File: src/ula_config.svh
`ifndef ULA_CONFIG_SVH
`define ULA_CONFIG_SVH

// picture area and the lead of the fetch ahead of the pixel output
`define ULA_H_AREA          256
`define ULA_V_AREA          192
`define ULA_SCREEN_DELAY    8

// 128K frame, 448 pixels by 311 lines
`define ULA_H_RBORDER_128   (60 + `ULA_SCREEN_DELAY)
`define ULA_H_BLANK1_128    16
`define ULA_H_SYNC_128      33
`define ULA_H_BLANK2_128    19
`define ULA_H_LBORDER_128   (64 - `ULA_SCREEN_DELAY)
`define ULA_H_TOTAL_128     (`ULA_H_AREA + `ULA_H_RBORDER_128 + `ULA_H_BLANK1_128 + \
	`ULA_H_SYNC_128 + `ULA_H_BLANK2_128 + `ULA_H_LBORDER_128)
`define ULA_V_BBORDER_128   47
`define ULA_V_SYNC_128      8
`define ULA_V_TBORDER_128   64
`define ULA_V_TOTAL_128     (`ULA_V_AREA + `ULA_V_BBORDER_128 + `ULA_V_SYNC_128 + \
	`ULA_V_TBORDER_128)

// Pentagon frame, 448 pixels by 320 lines
`define ULA_H_RBORDER_PENT  (56 + `ULA_SCREEN_DELAY)
`define ULA_H_BLANK1_PENT   8
`define ULA_H_SYNC_PENT     33
`define ULA_H_BLANK2_PENT   23
`define ULA_H_LBORDER_PENT  (72 - `ULA_SCREEN_DELAY)
`define ULA_H_TOTAL_PENT    (`ULA_H_AREA + `ULA_H_RBORDER_PENT + `ULA_H_BLANK1_PENT + \
	`ULA_H_SYNC_PENT + `ULA_H_BLANK2_PENT + `ULA_H_LBORDER_PENT)
`define ULA_V_BBORDER_PENT  56
`define ULA_V_SYNC_PENT     8
`define ULA_V_TBORDER_PENT  64
`define ULA_V_TOTAL_PENT    (`ULA_V_AREA + `ULA_V_BBORDER_PENT + `ULA_V_SYNC_PENT + \
	`ULA_V_TBORDER_PENT)

// interrupt line and pixel window [from, to)
`define ULA_INT_V_128       248
`define ULA_INT_H_FROM_128  0
`define ULA_INT_H_TO_128    64
`define ULA_INT_V_PENT      239
`define ULA_INT_H_FROM_PENT 318
`define ULA_INT_H_TO_PENT   384

`endif

File: src/ula_pkg.sv
`default_nettype none

package ula_pkg;

	// raster position, hc is hc0 without the half-pixel bit
	typedef struct packed {
		logic [9:0] hc0;
		logic [8:0] hc;
		logic [8:0] vc;
	} raster_t;

	typedef struct packed {
		logic hsync;
		logic vsync;
		logic csync;
		logic blank;
	} sync_t;

	typedef struct packed {
		logic r;
		logic g;
		logic b;
		logic i;
	} rgbi_t;

	// the part of the Z80 bus the ULA decodes, strobes active low
	typedef struct packed {
		logic a15;
		logic a14;
		logic a13;
		logic a1;
		logic a0;
		logic n_rd;
		logic n_wr;
		logic n_mreq;
		logic n_iorq;
		logic n_m1;
		logic n_rfsh;
	} cpu_bus_t;

	// port #7FFD contents
	typedef struct packed {
		logic [2:0] rambank;
		logic vbank;
		logic rombank;
		logic lock;
	} paging_t;

endpackage

`default_nettype wire

File: src/io_ports.sv
`default_nettype none

module io_ports (
	input  wire                 clk14,
	input  wire                 rst_n,
	input  wire ula_pkg::cpu_bus_t cpu,
	input  wire [7:0]           vd_in,
	input  wire [4:0]           kd,
	input  wire                 tape_in,
	output logic [2:0]          border,
	output logic                beeper,
	output logic                tape_out,
	output ula_pkg::paging_t    paging,
	output logic [7:0]          vd_out,
	output logic                vd_oe
);
	logic io_req;
	logic port_fe_cs;
	logic port_7ffd_cs;
	logic [4:0] port_fe;

	// interrupt acknowledge also pulls n_iorq low, with n_m1
	assign io_req = !cpu.n_iorq && cpu.n_m1;
	assign port_fe_cs = io_req && !cpu.a0;
	assign port_7ffd_cs = io_req && !cpu.a1 && !cpu.a15;

	assign border = port_fe[2:0];
	assign tape_out = port_fe[3];
	assign beeper = port_fe[4];

	// #FE write
	always_ff @(posedge clk14 or negedge rst_n) begin
		if (!rst_n) begin
			port_fe <= '0;
		end else if (port_fe_cs && !cpu.n_wr) begin
			port_fe <= vd_in[4:0];
		end
	end

	// #7FFD write, frozen once the lock bit is set
	always_ff @(posedge clk14 or negedge rst_n) begin
		if (!rst_n) begin
			paging <= '0;
		end else if (port_7ffd_cs && !cpu.n_wr && !paging.lock) begin
			paging <= '{
				rambank: vd_in[2:0],
				vbank: vd_in[3],
				rombank: vd_in[4],
				lock: vd_in[5]
			};
		end
	end

	// keyboard half-row and EAR input
	assign vd_out = {1'b1, tape_in, 1'b1, kd};

	always_ff @(posedge clk14 or negedge rst_n) begin
		if (!rst_n) begin
			vd_oe <= 1'b0;
		end else begin
			vd_oe <= port_fe_cs && !cpu.n_rd;
		end
	end

	a_lock_holds: assert property (@(posedge clk14) disable iff (!rst_n)
		paging.lock |=> $stable(paging))
		else $error("paging changed while locked");

endmodule

`default_nettype wire

File: src/mem_decoder.sv
`default_nettype none

module mem_decoder (
	input  wire                 clk14,
	input  wire                 rst_n,
	input  wire ula_pkg::cpu_bus_t cpu,
	input  wire ula_pkg::paging_t  paging,
	input  wire                 screen_read,
	input  wire [13:0]          screen_addr,
	output logic                n_romcs,
	output logic                n_vrd,
	output logic                n_vwr,
	output logic                rom_a14,
	output logic [18:13]        va_hi,
	output logic [12:0]         va_lo,
	output logic                va_lo_oe
);
	logic mem_req;
	logic rom_sel;
	logic ram_sel;
	logic n_romcs_q;
	logic n_ramcs;
	logic n_vwr_q;
	logic [18:13] ram_a;

	// refresh cycles select nothing
	assign mem_req = !cpu.n_mreq && cpu.n_rfsh;
	assign rom_sel = mem_req && !cpu.a15 && !cpu.a14;
	assign ram_sel = mem_req && (cpu.a15 || cpu.a14);

	always_ff @(posedge clk14 or negedge rst_n) begin
		if (!rst_n) begin
			n_romcs_q <= 1'b1;
			n_ramcs <= 1'b1;
			n_vwr_q <= 1'b1;
			ram_a <= '0;
		end else begin
			n_romcs_q <= !rom_sel;
			n_ramcs <= !ram_sel;
			n_vwr_q <= !ram_sel || cpu.n_wr;
			// #C000 is banked, #4000 is page 5 and #8000 is page 2
			if (cpu.a15 && cpu.a14) begin
				ram_a <= {2'b11, paging.rambank, cpu.a13};
			end else begin
				ram_a <= {2'b11, cpu.a14, cpu.a15, cpu.a14, cpu.a13};
			end
		end
	end

	// the live n_mreq ends the select with the bus cycle
	assign n_romcs = n_romcs_q | cpu.n_mreq;
	assign n_vrd = (n_ramcs | cpu.n_rd) & ~screen_read;
	assign n_vwr = n_vwr_q | cpu.n_wr | screen_read;
	assign rom_a14 = paging.rombank;

	// screen fetch reads page 5, or page 7 with vbank set
	assign va_hi = screen_read ? {3'b111, paging.vbank, 1'b1, screen_addr[13]} : ram_a;
	assign va_lo = screen_addr[12:0];
	assign va_lo_oe = screen_read;

endmodule

`default_nettype wire

File: src/screen_fetch.sv
`default_nettype none

`include "ula_config.svh"

module screen_fetch (
	input  wire                clk14,
	input  wire                rst_n,
	input  wire ula_pkg::raster_t raster,
	input  wire ula_pkg::sync_t   sync,
	input  wire                ck7,
	input  wire                frame_start,
	input  wire ula_pkg::cpu_bus_t cpu,
	input  wire [2:0]          border,
	input  wire [7:0]          vd_in,
	output ula_pkg::rgbi_t     rgbi,
	output logic               screen_read,
	output logic [13:0]        screen_addr
);
	logic [8:0] hc;
	logic [8:0] vc;
	logic in_lines;
	logic fetch_q;
	logic cpu_idle;
	logic screen_update;
	logic screen_show;
	logic [13:0] bitmap_addr;
	logic [13:0] attr_addr;
	logic [7:0] attr_next;
	logic [7:0] bitmap_next;
	logic [7:0] attr;
	logic [7:0] bitmap;
	logic [4:0] blink_cnt;
	logic blink;
	logic ink_on;
	logic [2:0] grb;
	ula_pkg::rgbi_t colour_q;

	assign hc = raster.hc;
	assign vc = raster.vc;
	assign in_lines = vc < 9'(`ULA_V_AREA);

	// refresh cycles leave the video RAM free
	assign cpu_idle = (cpu.n_mreq || !cpu.n_rfsh) && cpu.n_iorq && cpu.n_m1;
	assign screen_read = fetch_q && cpu_idle;

	// ZX screen layout inside the 16K video page
	assign bitmap_addr = {1'b0, vc[7:6], vc[2:0], vc[5:3], hc[7:3]};
	assign attr_addr = {4'b0110, vc[7:3], hc[7:3]};
	// attribute on the even half-pixel, bitmap on the odd one
	assign screen_addr = ck7 ? bitmap_addr : attr_addr;

	// bytes of group k reach the shifter on the last half-pixel of that group
	assign screen_update = in_lines && (hc < 9'(`ULA_H_AREA)) && (raster.hc0[3:0] == 4'b1110);
	assign screen_show = in_lines && (hc >= 9'(`ULA_SCREEN_DELAY - 1)) &&
		(hc < 9'(`ULA_H_AREA + `ULA_SCREEN_DELAY - 1));

	assign blink = blink_cnt[4];

	always_comb begin
		ink_on = bitmap[7] ^ (attr[7] & blink);
		grb = ink_on ? attr[2:0] : attr[5:3];
	end

	always_ff @(posedge clk14 or negedge rst_n) begin
		if (!rst_n) begin
			fetch_q <= 1'b0;
			blink_cnt <= '0;
			colour_q <= '0;
		end else begin
			fetch_q <= in_lines && (hc < 9'(`ULA_H_AREA));
			if (frame_start) begin
				blink_cnt <= blink_cnt + 5'd1;
			end
			if (ck7) begin
				if (screen_show) begin
					colour_q <= '{r: grb[1], g: grb[2], b: grb[0], i: (|grb) & attr[6]};
				end else begin
					colour_q <= '{r: border[1], g: border[2], b: border[0], i: 1'b0};
				end
			end
		end
	end

	always_ff @(posedge clk14) begin
		if (screen_read && !ck7) begin
			attr_next <= vd_in;
		end
		if (screen_read && ck7) begin
			bitmap_next <= vd_in;
		end
		if (screen_update) begin
			attr <= attr_next;
			bitmap <= bitmap_next;
		end else if (ck7) begin
			bitmap <= {bitmap[6:0], 1'b0};
		end
	end

	assign rgbi = sync.blank ? '0 : colour_q;

	// reads stay inside the active lines, one group past the picture at most
	a_fetch_in_picture: assert property (@(posedge clk14) disable iff (!rst_n)
		screen_read |-> in_lines && (hc <= 9'(`ULA_H_AREA)))
		else $error("screen read outside the picture fetch window");

endmodule

`default_nettype wire

File: src/video_timing.sv
`default_nettype none

`include "ula_config.svh"

module video_timing (
	input  wire               clk14,
	input  wire               rst_n,
	input  wire               timing_sel,
	output ula_pkg::raster_t  raster,
	output ula_pkg::sync_t    sync,
	output logic              ck7,
	output logic              frame_start,
	output logic              n_int,
	output logic              clkcpu
);
	logic [9:0] hc0;
	logic [8:0] hc;
	logic [8:0] vc;
	logic [8:0] h_total;
	logic [8:0] v_total;
	logic [8:0] h_blank_from;
	logic [8:0] h_sync_from;
	logic [8:0] h_sync_to;
	logic [8:0] h_blank_to;
	logic [8:0] v_sync_from;
	logic [8:0] v_sync_to;
	logic [8:0] int_v;
	logic [8:0] int_from;
	logic [8:0] int_to;
	logic line_end;
	logic frame_end;
	logic hsync0;
	logic vsync0;
	logic blank0;
	logic int0;

	assign hc = hc0[9:1];
	assign ck7 = hc0[0];
	assign raster = '{hc0: hc0, hc: hc, vc: vc};

	// window edges of the selected format, timing_sel high is 128K
	always_comb begin
		if (timing_sel) begin
			h_total = 9'(`ULA_H_TOTAL_128);
			v_total = 9'(`ULA_V_TOTAL_128);
			h_blank_from = 9'(`ULA_H_AREA + `ULA_H_RBORDER_128);
			h_sync_from = h_blank_from + 9'(`ULA_H_BLANK1_128);
			h_sync_to = h_sync_from + 9'(`ULA_H_SYNC_128);
			h_blank_to = h_sync_to + 9'(`ULA_H_BLANK2_128);
			v_sync_from = 9'(`ULA_V_AREA + `ULA_V_BBORDER_128);
			v_sync_to = v_sync_from + 9'(`ULA_V_SYNC_128);
			int_v = 9'(`ULA_INT_V_128);
			int_from = 9'(`ULA_INT_H_FROM_128);
			int_to = 9'(`ULA_INT_H_TO_128);
		end else begin
			h_total = 9'(`ULA_H_TOTAL_PENT);
			v_total = 9'(`ULA_V_TOTAL_PENT);
			h_blank_from = 9'(`ULA_H_AREA + `ULA_H_RBORDER_PENT);
			h_sync_from = h_blank_from + 9'(`ULA_H_BLANK1_PENT);
			h_sync_to = h_sync_from + 9'(`ULA_H_SYNC_PENT);
			h_blank_to = h_sync_to + 9'(`ULA_H_BLANK2_PENT);
			v_sync_from = 9'(`ULA_V_AREA + `ULA_V_BBORDER_PENT);
			v_sync_to = v_sync_from + 9'(`ULA_V_SYNC_PENT);
			int_v = 9'(`ULA_INT_V_PENT);
			int_from = 9'(`ULA_INT_H_FROM_PENT);
			int_to = 9'(`ULA_INT_H_TO_PENT);
		end
	end

	// >= so a format switch mid-frame still wraps cleanly
	assign line_end = hc0 >= {h_total - 9'd1, 1'b1};
	assign frame_end = vc >= v_total - 9'd1;

	assign hsync0 = (hc >= h_sync_from) && (hc < h_sync_to);
	assign vsync0 = (vc >= v_sync_from) && (vc < v_sync_to);
	assign blank0 = vsync0 || ((hc >= h_blank_from) && (hc < h_blank_to));
	assign int0 = (vc == int_v) && (hc >= int_from) && (hc < int_to);

	always_ff @(posedge clk14 or negedge rst_n) begin
		if (!rst_n) begin
			hc0 <= '0;
			vc <= '0;
			frame_start <= 1'b0;
			sync <= '{hsync: 1'b0, vsync: 1'b0, csync: 1'b1, blank: 1'b0};
			n_int <= 1'b1;
			clkcpu <= 1'b0;
		end else begin
			frame_start <= line_end && frame_end;
			if (line_end) begin
				hc0 <= '0;
				vc <= frame_end ? 9'd0 : vc + 9'd1;
			end else begin
				hc0 <= hc0 + 10'd1;
			end
			// composite sync is active low
			if (ck7) begin
				sync <= '{hsync: hsync0, vsync: vsync0, csync: ~(hsync0 ^ vsync0), blank: blank0};
			end
			n_int <= ~int0;
			clkcpu <= hc[0];
		end
	end

	a_hc_in_line: assert property (@(posedge clk14) disable iff (!rst_n) hc < h_total)
		else $error("hc reached the line total");

endmodule

`default_nettype wire

File: src/zx_ula.sv
`default_nettype none

module zx_ula (
	input  wire           clk14,
	input  wire           rst_n,
	input  wire           timing_sel,
	input  wire           a15,
	input  wire           a14,
	input  wire           a13,
	input  wire           a1,
	input  wire           a0,
	input  wire           n_rd,
	input  wire           n_wr,
	input  wire           n_mreq,
	input  wire           n_iorq,
	input  wire           n_m1,
	input  wire           n_rfsh,
	input  wire [7:0]     vd_in,
	output logic [7:0]    vd_out,
	output logic          vd_oe,
	output logic [18:13]  va_hi,
	output logic [12:0]   va_lo,
	output logic          va_lo_oe,
	output logic          n_romcs,
	output logic          n_vrd,
	output logic          n_vwr,
	output logic          rom_a14,
	output logic          n_int,
	output logic          clkcpu,
	input  wire [4:0]     kd,
	input  wire           tape_in,
	output logic          tape_out,
	output logic          beeper,
	output logic          r,
	output logic          g,
	output logic          b,
	output logic          i,
	output logic          hsync,
	output logic          vsync,
	output logic          csync
);
	ula_pkg::cpu_bus_t cpu;
	ula_pkg::raster_t raster;
	ula_pkg::sync_t sync;
	ula_pkg::rgbi_t rgbi;
	ula_pkg::paging_t paging;
	logic ck7;
	logic frame_start;
	logic [2:0] border;
	logic screen_read;
	logic [13:0] screen_addr;

	assign cpu = {a15, a14, a13, a1, a0, n_rd, n_wr, n_mreq, n_iorq, n_m1, n_rfsh};

	assign {r, g, b, i} = rgbi;
	assign hsync = sync.hsync;
	assign vsync = sync.vsync;
	assign csync = sync.csync;

	video_timing u_timing (
		.clk14(clk14), .rst_n(rst_n), .timing_sel(timing_sel),
		.raster(raster), .sync(sync), .ck7(ck7), .frame_start(frame_start),
		.n_int(n_int), .clkcpu(clkcpu)
	);

	screen_fetch u_fetch (
		.clk14(clk14), .rst_n(rst_n), .raster(raster), .sync(sync), .ck7(ck7),
		.frame_start(frame_start), .cpu(cpu), .border(border), .vd_in(vd_in),
		.rgbi(rgbi), .screen_read(screen_read), .screen_addr(screen_addr)
	);

	io_ports u_ports (
		.clk14(clk14), .rst_n(rst_n), .cpu(cpu), .vd_in(vd_in), .kd(kd),
		.tape_in(tape_in), .border(border), .beeper(beeper), .tape_out(tape_out),
		.paging(paging), .vd_out(vd_out), .vd_oe(vd_oe)
	);

	mem_decoder u_mem (
		.clk14(clk14), .rst_n(rst_n), .cpu(cpu), .paging(paging),
		.screen_read(screen_read), .screen_addr(screen_addr), .n_romcs(n_romcs),
		.n_vrd(n_vrd), .n_vwr(n_vwr), .rom_a14(rom_a14), .va_hi(va_hi),
		.va_lo(va_lo), .va_lo_oe(va_lo_oe)
	);

endmodule

`default_nettype wire
File: config.mk
export PLATFORM = sky130hd
export DESIGN_NAME = zx_ula
export DESIGN_NICKNAME = d
export VERILOG_FILES = /design/src/ula_pkg.sv /design/src/io_ports.sv /design/src/mem_decoder.sv /design/src/screen_fetch.sv /design/src/video_timing.sv /design/src/zx_ula.sv
export VERILOG_INCLUDE_DIRS = /design/src
export SDC_FILE = /design/constraint.sdc
export NUM_CORES = 1
export LEC_CHECK = 0
export BUFFER_PORTS_ARGS = -buffer_cell sky130_fd_sc_hd__buf_2
export CORE_MARGIN = 4
export CORE_UTILIZATION = 60
export DETAILED_ROUTE_END_ITERATION = 12
export PLACE_DENSITY = 0.83
export SLEW_MARGIN = 20
export SYNTH_ARGS = -nofsm -noshare
export SYNTH_HDL_FRONTEND = slang
export SYNTH_SLANG_ARGS = --single-unit
File: constraint.sdc
create_clock -name clk14 -period 4.13 [get_ports clk14]
set_clock_uncertainty 0.15 [all_clocks]
set_input_delay 0.413 -clock clk14 [delete_from_list [all_inputs] [get_ports clk14]]
set_output_delay 0.413 -clock clk14 [all_outputs]
set_load 0.01 [all_outputs]
==> results of run 1 <==
[state kept, by name (all words and copies together), names as in the netlist, 4 cells and up]
name                 cells
u_ports.port_fe          5
u_fetch.attr_next        8
u_fetch.attr             8
u_fetch.blink_cnt        5
u_mem.ram_a              5
u_fetch.bitmap           8
u_timing.sync            4
u_fetch.bitmap_next      8
u_timing.vc              9
u_timing.hc0            10
u_ports.paging           6
u_fetch.colour_q         4
[per-stage QoR]
step                      cells  hold WS [ns]  instance area (sq um)  worst slack [ns]   util
after floorplan             393       -0.0326                   4500              1.82      -
after global placement      521         0.251                   4730              1.37  0.653
after detailed placement    521         0.256                   4730              1.27  0.653
after CTS                   538        0.0605                   4970              1.50  0.685
after global routing        538        0.0576                   4980              1.28  0.686
final                       538        0.0392                   4980              1.50  0.686
[logic make-up (layout without fill, tap and decap cells)]
kind of cell | count (synthesis) | in the layout | synth area share
AND/OR/NAND/NOR | 134 | 134 | 0.158
flip-flops | 88 | 88 | 0.527
AO/OA/AOI/OAI | 57 | 57 | 0.100
buffers and inverters | 49 | 95 | 0.0582
adder cells (fa/ha/maj) | 27 | 27 | 0.0746
multiplexers | 24 | 24 | 0.0599
XOR/XNOR | 11 | 11 | 0.0214
other | 1 | 3 | 0.000835
[worst max-delay path by stage]
stage | start | end | slack, ns | cells past startpoint
floorplan | timing_sel | u_timing.vc[2]$_DFFE_PN0N_ | 1.82 | 7
global placement | timing_sel | u_timing.vc[6]$_DFFE_PN0N_ | 1.37 | 8
detailed placement | timing_sel | u_timing.vc[6]$_DFFE_PN0N_ | 1.27 | 8
CTS | u_timing.hc0[0]$_DFF_PN0_ | u_timing.vc[2]$_DFFE_PN0N_ | 1.50 | 6
global route | u_timing.hc0[0]$_DFF_PN0_ | u_timing.vc[6]$_DFFE_PN0N_ | 1.28 | 6
finish | u_timing.hc0[0]$_DFF_PN0_ | u_timing.vc[2]$_DFFE_PN0N_ | 1.50 | 6
[report_power, final]
group / leakage [nW] / internal (mW) / total, mW / switching [mW]
sequential: 0.971 / 0.941 / 0.959 / 0.0182
combinational: 1.12 / 0.0650 / 0.140 / 0.0755
clock: 0.107 / 0.345 / 0.649 / 0.304
total: 2.19 / 1.35 / 1.75 / 0.398
[layout make-up]
cell class / count / share of cell area
clock buffer: 10 / 0.0256
clock inverter: 6 / 0.0189
inverter: 19 / 0.0143
multi-input combinational: 256 / 0.378
sequential: 88 / 0.476
tap: 99 / 0.0249
timing repair buffer: 60 / 0.0624
[per-layer routing]
layer / wire, microns / track usage / up-vias
met3: 597 / 0.0390 / 9
met5: 0 / 0 / -
met4: 107 / 0.0733 / 0
met1: 3960 / 0.300 / 1497
met2: 4140 / 0.330 / 96
li1: - / - / 1473
[cell usage in the layout, fill, tap and decap left out, types with 6 or more instances in the layout]
| cell | netlist | routed |
|---|---|---|
| nand3_1 | 17 | 17 |
| dfrtp_1 | 51 | 51 |
| or2_2 | 7 | 7 |
| edfxtp_1 | 32 | 32 |
| a21oi_1 | 8 | 8 |
| ha_1 | 26 | 26 |
| o21ai_0 | 9 | 9 |
| clkbuf_8 | 0 | 9 |
| nor3_1 | 8 | 6 |
| mux2_2 | 23 | 23 |
| inv_1 | 18 | 18 |
| nor2_1 | 28 | 28 |
| buf_2 | 5 | 57 |
| nand4_1 | 8 | 8 |
| nand2_1 | 25 | 25 |
| nand2b_1 | 8 | 8 |
| xnor2_1 | 7 | 7 |
==> results.toml, run 1 <==
[run_status]
outcome = "complete, no violations"

[critical_path]
worst_ep_required_time_ns = 4.23
r2r_cells = 6
crit_path_start_kind = "register"
end_kind = "register"
cp_cell_sequence = "buf_4, ha_1, a41oi_4, nor2_1, o2111ai_1, o311ai_2"
timing.rr.start = "u_timing.hc0[0]$_DFF_PN0_"
crit_path_top_delay_cell = "nor2_1"
critPathBufInv = 1
critPathTopFamily = "simple AND/OR/NAND/NOR gates"
critPathArrivalTime_ns = 2.73
reg2reg_to = "u_timing.vc[2]$_DFFE_PN0N_"
path_class = "register to register"
cp_slowest_stage_delay_ns = 0.80
reg2reg_setup_slack_ns = 1.50
path_max_fanout = 27

[power_and_ir_drop]
p_per_area_nw_per_um2 = 351
p_total_mw = 1.75
peakVddDrop_mv = 0.269
power_leakage_nw = 2.19

[clocking]
numCtsBuffers = 9
clock_tree.buffer_depth = 2
hold_buffers = 1
ctsResizeCount = 0
clkTransAtPathRegs_ns = 0.08
cts_tree = "done"
cts_root_buffer = "clkbuf_8"
numClockSinks = 88
worst_skew_pair.late_latency_ns = 0.35
h-tree-depth = 3
cts_setup_buffers = 0

[drt]
wl_microns = 8800
drtIter0Drc = 164
wl_per_cell_microns = 16.4
ant_nets = 0
drcViolationCount = 0
drtPass1Iterations = 4
via_per_inst = 5.72
num_vias = 3075

[final_layout]
final_layout_size_suffix_gt1_frac = 0.271
syn2layout_area_growth_pct = 10.7
seq_area_sq_um = 2370
n_fill_cell = 552
diodes = 0
nNetsFinal = 488
multi_input_area_sq_um = 1880

[synthesis]
synth_cell_types = 59
yosysTopAreaCell = "dfrtp_1"
synth_area_sq_um = 4490
syn_inst = 391
netlist_top_cells_area = "dfrtp_1 28%, edfxtp_1 21%, ha_1 7.2%"
synth.top_cells.by_count = "51 x dfrtp_1, 32 x edfxtp_1, 28 x nor2_1"
synth_ff_type = "dfrtp_1"
ys_ff_latch = 88
yosysMostFrequentCell = "dfrtp_1"
synth_top_area_share = 0.284
yosysWarnings = 0
synth_enable_flop_cells = 32
avgSynthCellArea_sq_um = 11.5
synth-async-reset-ratio = 0.636
yosysSeqAreaShare = 0.527

[global_routing]
grt_max_degree = 57
grt_pass1_vias = 2970
grt_pass1_wl_microns = 14600
antenna_found_initial = 0
grt-ovfl-total = 0
grtUsageTotal = 0.212

[die]
rows = 31
initial_utilization = 0.619
die_y_microns = 94.5
die_w_microns = 94.5
die_area_sq_um = 8940
pin_count = 72
core_area_sq_um = 7250

[timing]
timing.fmax_mhz = 380
rsz0062_at_grt = "false"
setup_tns_ns = 0
slew_headroom = 0.339
setup_viol = 0
slew_viol_final = 0
fin_crit_sh = 0.637
worstMarginPinSlew_ns = 0.987
timing.final.crit_period_ns = 2.63
hold_violations = 0

[placement]
io_buffer_count = 57
gp_congestion = 0.929
hpwl_microns = 6310

[job]
max_cap_violations = 0

[worst_hold_path]
hold_path_class = "input pin to asynchronous set/reset pin"
Note: power is estimated with default switching activity, not from simulation.
==> run 2: changes to the inputs <==
- CORE_UTILIZATION: 60 -> 57
- PLACE_DENSITY: 0.83 -> 0.79
- clock period: 4.13 -> 2.48 ns (I/O delays scaled with it)
==> run 2 against run 1 <==
Net effect: flip-flop and latch count did not move; sequential power rose by 67%; maximum frequency is 13% higher; non-clock buffer count up 31; sequential share of layout area fell by 2.4 points; utilization is 0.39 points lower; setup slack lost 1.3 ns; cell count is 6.3% higher; critical path type unchanged; critical endpoint unchanged; highest routed layer unchanged.
==> results.toml, run 2 (synthesis gave the netlist of run 1 again) <==
[placement]
placed_area_sq_um = 4860
gp_congestion = 0.918
place_ws_ns = 0.159
dp.cells = 539
io_buffer_count = 57
hpwl_microns = 6760

[clocking]
cts_tree = "done"
ctsResizeCount = 0
worst_skew_pair.late_latency_ns = 0.36
numClockSinks = 88
cts_setup_buffers = 0
clkTransAtPathRegs_ns = 0.10
numCtsBuffers = 9
clock_tree.buffer_depth = 2
cts_root_buffer = "clkbuf_8"
h-tree-depth = 3

[job]
max_cap_violations = 0

[die]
die_y_microns = 96.8
initial_utilization = 0.584
core_area_sq_um = 7690
die_w_microns = 96.8
die_area_sq_um = 9370
pin_count = 72
rows = 32

[final_layout]
regMostFlops = "u_timing.hc0"
seq_area_sq_um = 2370
layoutNonFillerInstCount = 572
multi_input_area_sq_um = 1870
n_fill_cell = 588
mostFrequentLayoutCell = "buf_2"
syn2layout_area_growth_pct = 16.7
mostFrequentLayoutCells = "57 x buf_2, 51 x dfrtp_1, 32 x edfxtp_1, 28 x nor2_1, 26 x ha_1"
postLayoutCoreUtil = 0.682
reg_top3 = "u_timing.hc0 x10, u_timing.vc x9"
largest_reg_flops = 10
final_layout_size_suffix_gt1_frac = 0.283
nNetsFinal = 519
diodes = 0
final_cell_area_sq_um = 5240

[critical_path]
crit_path_top_delay_cell = "a311oi_4"
path_max_fanout = 8
critPathTopFamily = "compound AO/OA/AOI/OAI gates"
path_class = "register to register"
critPathArrivalTime_ns = 2.43
cp_cell_sequence = "inv_1, ha_1, nand2b_1, a41o_1, a311oi_4, nor2_2, o311ai_2"
end_kind = "register"
cp_slowest_stage_delay_ns = 0.52
critPathBufInv = 1
crit_path_start_kind = "register"
worst_ep_required_time_ns = 2.60

[global_routing]
antenna_found_initial = 0
grtUsageTotal = 0.214
grt-ovfl-total = 0
grt_max_degree = 31
grt_pass1_wl_microns = 16400
grt_pass1_vias = 3329

[power_and_ir_drop]
p_sw_uw = 753
intPower_mw = 2.10
swShare = 0.264
power_leakage_nw = 2.33
peakVddDrop_mv = 0.444
p_total_mw = 2.85
seqPwrFrac = 0.560
p_clk_frac = 0.348
p_per_area_nw_per_um2 = 544
p_comb_frac = 0.092

[drt]
wl_per_cell_microns = 16.5
ant_nets = 0
wl_microns = 9460
wl_met3_microns = 544
wl_met1_microns = 4030
num_vias = 3233
drtPass1Iterations = 4
dr_wl_met2_microns = 4750
maxUsedRoutingLayer = "met4"
drcViolationCount = 0
drtIter0Drc = 144
via_per_inst = 5.65

[timing]
rsz0062_at_grt = "false"
timing.final.crit_period_ns = 2.32
timing.fmax_mhz = 432
fin_ws_ns = 0.163
worstMarginPinSlew_ns = 0.676
hold_violations = 0
fin_crit_sh = 0.934
setup_tns_ns = 0
slew_viol_final = 0
setup_viol = 0
holdWs_ns = 0.155
slew_headroom = 0.549

[run_status]
outcome = "complete, no violations"

[worst_hold_path]
hold_path_class = "input pin to register"
[run 2: cell count changes in the layout (fill, tap and decap cells not counted), sizes merged, moves of 2 or more]
cell / before / now
dlygate4sd3: 1 / 17
buf: 59 / 74
bufinv: 2 / 0
clkinv: 3 / 5
inv: 19 / 21
[run 2: layout make-up]
type                    instances  share of cell area
repair buffers                 91               0.114
flip-flops and latches         88               0.452
clock inverters                 7              0.0165
clock buffers                   9              0.0236
inverters                      19              0.0136
multi-input cells             256               0.357
well taps                     102              0.0243
[run 2: timing repair]
| action | CTS | global route |
|---|---|---|
| hold buffers | 17 | 0 |
| endpoints found under the setup margin | 0 | 3 |
| endpoints found under the hold margin | 54 | 0 |
[run 2: path summary, 6_finish.rpt]
path	slack, ns	endpoint	from	depth (start not counted)
max	0.16	u_timing.vc[2]$_DFFE_PN0N_	u_timing.vc[0]$_DFFE_PN0N_	7
min	0.16	u_mem.n_vwr_q$_DFF_PN1_	n_mreq	4
max reg2reg	0.16	u_timing.vc[2]$_DFFE_PN0N_	u_timing.vc[0]$_DFFE_PN0N_	7
min reg2reg	0.28	u_fetch.attr[2]$_DFFE_PP_	u_fetch.attr_next[2]$_DFFE_PP_	0
max in group asynchronous	1.22	u_mem.n_romcs_q$_DFF_PN1_	rst_n	3
min in group asynchronous	0.30	u_timing.vc[5]$_DFFE_PN0N_	rst_n	2
[run 2: power by group through the flow]
stage / Combinational [mW] / Clock (mW) / Sequential [mW]
after floorplan: 0.139 / 0 / 1.62
after global placement: 0.234 / 0 / 1.62
after detailed placement: 0.244 / 0 / 1.63
after CTS: 0.265 / 1.03 / 1.60
after global routing: 0.297 / 1.09 / 1.60
final: 0.263 / 0.993 / 1.60
[run 2: per-layer routing]
layer / vias to the layer above / global-route usage
met5: - / 0
met4: 0 / 0.0594
met3: 11 / 0.0534
met2: 102 / 0.357
met1: 1589 / 0.279
li1: 1531 / -
[run 2: worst reg2reg max path, stage by stage, from the launching register on]
cell,delay (ns)
dfrtp_1,0.40
inv_1,0.10
ha_1,0.31
nand2b_1,0.15
a41o_1,0.26
a311oi_4,0.52
nor2_2,0.10
o311ai_2,0.23
